<file path="src/source/arb_pkg.sv">
// ----------------------------------------------------------------------
// Shared sizes and mode encodings for the four-requester arbiter.
// Imported by every RTL block and by the testbench.
// ----------------------------------------------------------------------
`default_nettype none

package arb_pkg;

  localparam int NUM_REQ = 4;
  localparam int IDX_W   = 2;
  localparam int MODE_W  = 3;

  // Fixed priority with the named requester first
  localparam logic [MODE_W-1:0] MODE_P0 = 3'd0;
  localparam logic [MODE_W-1:0] MODE_P1 = 3'd1;
  localparam logic [MODE_W-1:0] MODE_P2 = 3'd2;
  localparam logic [MODE_W-1:0] MODE_P3 = 3'd3;

  localparam logic [MODE_W-1:0] MODE_RR   = 3'd4; // Round robin
  localparam logic [MODE_W-1:0] MODE_RAND = 3'd5; // LFSR picks the head

  // First round-robin head after reset is requester 0
  localparam logic [IDX_W-1:0] LAST_IDX_RESET = 2'd3;

endpackage

`default_nettype wire

</file>
<file path="src/source/arb4_top.sv">
// ----------------------------------------------------------------------
// Four-requester arbiter top built from mode decode, grant select and
// grant register. The grant follows req and arb_type by one cycle.
// ----------------------------------------------------------------------
`timescale 1ns/1ps
`default_nettype none

module arb4_top import arb_pkg::*; (
  input  wire                clk,
  input  wire                rst_n,
  input  wire  [NUM_REQ-1:0] req,
  input  wire  [MODE_W-1:0]  arb_type,
  output logic [NUM_REQ-1:0] gnt
);

  logic [IDX_W-1:0]   head;
  logic               rotate;
  logic               mode_ok;
  logic [NUM_REQ-1:0] next_gnt;
  logic [IDX_W-1:0]   last_idx;

  arb_mode_decode arb_mode_decode_inst (
    .clk      (clk),
    .rst_n    (rst_n),
    .arb_type (arb_type),
    .last_idx (last_idx),
    .head     (head),
    .rotate   (rotate),
    .mode_ok  (mode_ok)
  );

  grant_select grant_select_inst (
    .req      (req),
    .head     (head),
    .rotate   (rotate),
    .next_gnt (next_gnt)
  );

  grant_register grant_register_inst (
    .clk      (clk),
    .rst_n    (rst_n),
    .next_gnt (next_gnt),
    .mode_ok  (mode_ok),
    .gnt      (gnt),
    .last_idx (last_idx)
  );

  // No grant without a request on the sampling edge
  a_gnt_was_requested: assert property (
    @(posedge clk) disable iff (!rst_n)
    (gnt & ~$past(req)) == '0
  );

endmodule

`default_nettype wire

</file>
<file path="src/source/arb_mode_decode.sv">
// ----------------------------------------------------------------------
// Mode decode that turns the arbitration mode into a priority head,
// an ordering style and a legal-mode flag for the grant path.
// ----------------------------------------------------------------------
`timescale 1ns/1ps
`default_nettype none

module arb_mode_decode import arb_pkg::*; (
  input  wire               clk,
  input  wire               rst_n,
  input  wire  [MODE_W-1:0] arb_type,
  input  wire  [IDX_W-1:0]  last_idx,
  output logic [IDX_W-1:0]  head,
  output logic              rotate,
  output logic              mode_ok
);

  logic [IDX_W-1:0] rand_n;

  // Random head source and the only clocked state here
  pn_seq_gen pn_seq_gen_inst (
    .clk    (clk),
    .rst_n  (rst_n),
    .rand_n (rand_n)
  );

  always_comb begin
    head    = '0;
    mode_ok = 1'b1;
    case (arb_type)
      MODE_P0,
      MODE_P1,
      MODE_P2,
      MODE_P3: begin
        head = arb_type[IDX_W-1:0]; // Mode number is the head
      end
      MODE_RR: begin
        head = last_idx + IDX_W'(1); // Wraps modulo 4
      end
      MODE_RAND: begin
        head = rand_n;
      end
      default: begin
        mode_ok = 1'b0;
      end
    endcase
  end

  // Only round robin walks the ring from the head
  assign rotate = (arb_type == MODE_RR);

endmodule

`default_nettype wire

</file>
<file path="src/source/grant_register.sv">
// ----------------------------------------------------------------------
// Output stage that registers the grant, masks illegal modes and keeps
// the last winner's index for the round-robin head.
// ----------------------------------------------------------------------
`timescale 1ns/1ps
`default_nettype none

module grant_register import arb_pkg::*; (
  input  wire                clk,
  input  wire                rst_n,
  input  wire  [NUM_REQ-1:0] next_gnt,
  input  wire                mode_ok,
  output logic [NUM_REQ-1:0] gnt,
  output logic [IDX_W-1:0]   last_idx
);

  logic [NUM_REQ-1:0] gnt_d;
  logic [IDX_W-1:0]   gnt_idx;

  assign gnt_d = mode_ok ? next_gnt : '0; // Illegal mode grants nobody

  // One-hot to index
  always_comb begin
    gnt_idx = '0;
    for (int i = 0; i < NUM_REQ; i++) begin
      if (gnt_d[i]) begin
        gnt_idx = IDX_W'(i);
      end
    end
  end

  always_ff @(posedge clk or negedge rst_n) begin
    if (!rst_n) begin
      gnt      <= '0;
      last_idx <= LAST_IDX_RESET;
    end else begin
      gnt <= gnt_d;
      // Idle and illegal cycles keep the previous winner
      if (|gnt_d) begin
        last_idx <= gnt_idx;
      end
    end
  end

  a_gnt_onehot0: assert property (
    @(posedge clk) disable iff (!rst_n)
    $onehot0(gnt)
  );

  // Illegal mode blanks the following grant
  a_illegal_no_gnt: assert property (
    @(posedge clk) disable iff (!rst_n)
    !mode_ok |=> (gnt == '0)
  );

endmodule

`default_nettype wire

</file>
<file path="src/source/grant_select.sv">
// ----------------------------------------------------------------------
// Grant selection that builds the search order from head and ordering
// style and picks the first asserting requester. Combinational.
// ----------------------------------------------------------------------
`timescale 1ns/1ps
`default_nettype none

module grant_select import arb_pkg::*; (
  input  wire  [NUM_REQ-1:0] req,
  input  wire  [IDX_W-1:0]   head,
  input  wire                rotate,
  output logic [NUM_REQ-1:0] next_gnt
);

  logic [IDX_W-1:0] order [NUM_REQ];

  // Slot 0 is always the head
  always_comb begin
    order[0] = head;
    for (int k = 1; k < NUM_REQ; k++) begin
      if (rotate) begin
        order[k] = head + IDX_W'(k); // head+k modulo 4
      end else if (IDX_W'(k - 1) < head) begin
        order[k] = IDX_W'(k - 1);    // Ascending below the head
      end else begin
        order[k] = IDX_W'(k);        // Skip over the head
      end
    end
  end

  // First hit in search order wins
  always_comb begin
    logic found;
    found    = 1'b0;
    next_gnt = '0;
    for (int k = 0; k < NUM_REQ; k++) begin
      if (!found && req[order[k]]) begin
        next_gnt[order[k]] = 1'b1;
        found              = 1'b1;
      end
    end
  end

endmodule

`default_nettype wire

</file>
<file path="src/source/pn_seq_gen.sv">
// ----------------------------------------------------------------------
// 3-bit maximal-length LFSR giving a 2-bit pseudo-random head index.
// ----------------------------------------------------------------------
`timescale 1ns/1ps
`default_nettype none

module pn_seq_gen import arb_pkg::*; (
  input  wire              clk,
  input  wire              rst_n,
  output logic [IDX_W-1:0] rand_n
);

  logic s1;
  logic s2;
  logic s3;
  logic s1_next;

  assign s1_next = s1 ^ s3; // Feedback tap

  always_ff @(posedge clk or negedge rst_n) begin
    if (!rst_n) begin
      s1 <= 1'b1;
      s2 <= 1'b0;
      s3 <= 1'b0;
    end else begin
      s1 <= s1_next;
      s2 <= s1;
      s3 <= s2;
    end
  end

  assign rand_n = {s3, s2};

  // Lock-up state would freeze the random head
  a_state_not_zero: assert property (
    @(posedge clk) disable iff (!rst_n)
    {s1, s2, s3} != 3'b000
  );

endmodule

`default_nettype wire
</file>
<file path="config.mk">
export PLATFORM = sky130hd
export DESIGN_NAME = arb4_top
export DESIGN_NICKNAME = d
export VERILOG_FILES = /design/src/source/arb_pkg.sv /design/src/source/arb4_top.sv /design/src/source/arb_mode_decode.sv /design/src/source/grant_register.sv /design/src/source/grant_select.sv /design/src/source/pn_seq_gen.sv
export SDC_FILE = /design/constraint.sdc
export NUM_CORES = 1
export LEC_CHECK = 0
export BUFFER_PORTS_ARGS = -buffer_cell sky130_fd_sc_hd__buf_2
export CORE_AREA = 4 4 49 51
export CTS_BUF_LIST = sky130_fd_sc_hd__clkbuf_8
export DETAILED_ROUTE_END_ITERATION = 12
export DIE_AREA = 0 0 53 55
export PLACE_DENSITY = 0.65
export SLEW_MARGIN = 30
export SYNTH_ARGS = -nofsm -noshare
export SYNTH_HDL_FRONTEND = slang
export SYNTH_SLANG_ARGS = --single-unit
</file>
<file path="constraint.sdc">
create_clock -name clk -period 3.2 [get_ports clk]
set_input_delay 0.64 -clock clk [delete_from_list [all_inputs] [get_ports clk]]
set_output_delay 0.64 -clock clk [all_outputs]
set_load 0.005 [all_outputs]
</file>
==> results.yml <==
logic_synthesis:
  synth_cell_types: 54
  yosysSeqAreaShare_pct: 25.2
  synthMuxAreaShare_pct: 7.43
  synth_compound_area_share_pct: 28.2
  synth_top_area_share_pct: 16.5
  netlist_area_um2: 910
  synth_top_family_by_area: "compound AO/OA/AOI/OAI gates"
  synth-adder-area-share_pct: 6.88
  ys_ff_latch: 9
  yosys.area_share.simple_pct: 24.1
  syn-num-nets: 113
  async_reset_ff_share_pct: 100
  yosys_warnings: 0
  syn-instance-count: 99
  syn_area_per_cell_um2: 9.19
  yosysTopAreaCell: "dfrtp_1"
  synth_edf_count: 0
  synthTopCellsByArea: "dfrtp_1, dfstp_2, ha_1"
  synth_flop_cell: "dfrtp_1"
  synth_xor_area_share_pct: 1.93
finish:
  finalInstanceArea_um2: 1290
  drive_gt1_share_pct: 48.1
  layout_commonest_cell: "buf_4"
  area_delta_synth_final_pct: 41.4
  antenna_cells: 0
  most-common-layout-cells: "buf_4, buf_2, inv_1, nor2_1, dfrtp_1"
  finish.net_count: 150
floorplan:
  top_level_ports: 13
  die_area_um2: 2920
  core_area_um2: 1940
  die_h_um: 55
  initial_core_util_pct: 46.8
  rows: 16
  die_x_um: 53
run_status:
  outcome: "complete, but fails checks"
  violations: "negative setup slack"
timing:
  slew_violations: 0
  post-route-min-period_ns: 3.23
  relSlewSlack_pct: 52.1
  finalCritPeriodShare_pct: 101
  finClkSkew_ns: 0.00172
  worst_pin_slew_ns: 0.711
  finalHoldViolations: 0
  fmax_mhz: 310
  setup_viol: 1
  worst_slack_ns: -0.0266
  rsz0062_at_grt: "yes"
placement:
  dp_hpwl_um: 1880
  gp_congestion: 0.917
  io_buffers: 12
  placed_area_um2: 1170
  pre_cts_slack_ns: -0.424
setup_path:
  path_class: "primary input to flip-flop"
  crit_fanout: 3
  critPathMaxStageDelay_ns: 0.42
  cp_cell_sequence: "buf_6 -> or3b_4 -> nor2_2 -> nor2_1 -> inv_1 -> ha_4 -> mux2_4 -> a32o_2 -> a211oi_4 -> mux2i_1 -> mux2_4 -> a21oi_2 -> a21oi_2 -> a221o_1"
  crit_path_start_kind: "primary input"
  crit_path_end_kind: "flip-flop"
  crit_required_ns: 3.35
  worst-endpoint-arrival_ns: 3.37
  critPathSlowestCell: "or3b_4"
grt:
  overflow: 0
  antenna_found_initial: 0
  grt_max_degree: 12
  grt_pass1_wl_um: 3990
  use_met2_pct: 36.4
  top_usage_layer: "met2"
  use_met1_pct: 20.7
  use_met3_pct: 2.14
  globalRouteTotalUtil_pct: 18.7
  grt_pass1_vias: 915
detailed_routing:
  routedWlPerCell_um: 14.8
  vias_per_cell: 5.53
  wl_um: 2400
  dr.pass1.iters: 4
  dr.first_iter.drc_count: 24
  vias: 896
  drc_errors: 0
  ant_nets: 0
clocking:
  tritoncts: "built"
  htreeDepth: 1
  ctsHoldBuffers: 0
  cts_sinks: 9
  cts_made_buffers: 3
  clock-root-buffer: "clkbuf_8"
  insertion_delay_ns: 0.22
  clk_pin_slew_ns: 0.04
  clockBufferDepth: 2
flow_run:
  maxCapViolations: 0
power_and_ir_drop:
  intPower_w: 0.000401
  leakagePower_nw: 0.604
  p_sw_share_pct: 36.8
  p_clk_share_pct: 19.4
  p_per_area_nw_per_um2: 493
  p_sw_w: 0.000233
  pwr-share-comb_pct: 53.6
  seq_power_share_pct: 27.0
  ir_drop_mv: 0.268
hold_path:
  hold_class: "primary input to asynchronous set/reset pin"
==> path summary, 6_finish.rpt <==
check / startpoint / endpoint / slack (ns) / cells past startpoint
worst max-delay path: arb_type[1] / grant_register_inst.last_idx[0]$_DFFE_PN1P_ / -0.03 / 14
worst min-delay path: rst_n / grant_register_inst.gnt[3]$_DFF_PN0_ / 0.25 / 1
worst max register to register: grant_register_inst.last_idx[1]$_DFFE_PN1P_ / grant_register_inst.last_idx[0]$_DFFE_PN1P_ / 0.14 / 12
worst min register to register: arb_mode_decode_inst.pn_seq_gen_inst.s2$_DFF_PN0_ / arb_mode_decode_inst.pn_seq_gen_inst.s3$_DFF_PN0_ / 0.39 / 0
max in group asynchronous: rst_n / grant_register_inst.last_idx[1]$_DFFE_PN1P_ / 2.71 / 1
min in group clk: arb_mode_decode_inst.pn_seq_gen_inst.s2$_DFF_PN0_ / arb_mode_decode_inst.pn_seq_gen_inst.s3$_DFF_PN0_ / 0.39 / 0
==> final cells by class <==
| cell class | count | area [µm²] |
|---|---|---|
| multi-input combinational | 79 | 702 |
| fill | 164 | 656 |
| timing repair buffer | 37 | 254 |
| sequential | 9 | 229 |
| clock buffer | 3 | 41.3 |
| tap | 27 | 33.8 |
| inverter | 6 | 22.5 |
| clock inverter | 1 | 3.75 |
==> stage by stage <==
stage / hold slack, ns / setup TNS (ns) / std cells / utilization [%] / total power, W
6_report: 0.248 / -0.0266 / 162 / 66.2 / 0.000635
5_1_grt: 0.258 / -0.329 / 162 / 66.2 / 0.000678
4_1_cts: 0.252 / -0.120 / 161 / 65.0 / 0.000627
3_3_place_gp: 0.370 / -1.67 / 157 / 60.4 / 0.000479
3_5_place_dp: 0.370 / -1.91 / 157 / 60.4 / 0.000485
2_1_floorplan: 0.344 / -1.43 / 99 / - / 0.000367
==> timing repair <==
action / CTS / global route
endpoints found under the setup margin: 5 / 5
resized for setup: 9 / 4
pin swaps: 6 / 1
setup buffers: 0 / 1
==> critical path: cells and delay by family <==
family	cells	cell delay, ns
compound gates	5	1.00
mux	3	0.69
simple gates	3	0.63
fa+ha+maj	1	0.22
buf+inv	2	0.20
==> per-layer routing <==
layer	up-vias	routed length, µm
li1	448	-
met4	0	40
met5	-	0
met3	4	129
met2	34	1270
met1	410	952
==> Yosys cell counts, types with 2 or more instances <==
cell type	number
mux2i_1	3
nor2_1	8
dfrtp_1	6
nor3_2	2
inv_1	6
o21ai_0	3
ha_1	5
nor3_1	3
nand2_1	4
nand2b_1	2
nand3_1	2
o22ai_1	2
a21oi_1	6
dfstp_2	3
o221ai_1	2
buf_6	2
o21a_1	2
nor3b_1	2
==> sequential cells by signal, indices dropped and copies added (netlist names) <==
register	flops
grant_register_inst.gnt	4
grant_register_inst.last_idx	2
arb_mode_decode_inst.pn_seq_gen_inst.s1	1
arb_mode_decode_inst.pn_seq_gen_inst.s2	1
arb_mode_decode_inst.pn_seq_gen_inst.s3	1
==> cells by family (layout without fill, tap and decap cells) <==
logic type,after synthesis,after routing
AOI/OAI and AO/OA,31,31
buffers and inverters,11,47
and+or+nand+nor,35,35
xor gates and xnor gates,2,2
adders and majority gates,5,5
DFF,9,9
muxes,6,6
==> power by group through the flow <==
stage               clock network (W)  registers (W)  logic, W
floorplan                           0       0.000160  0.000207
detailed placement                  0       0.000169  0.000316
global placement                    0       0.000169  0.000310
finish                       0.000123       0.000171  0.000340
CTS                          0.000125       0.000171  0.000331
global route                 0.000135       0.000173  0.000370
Power figures use the tool's default switching activity.
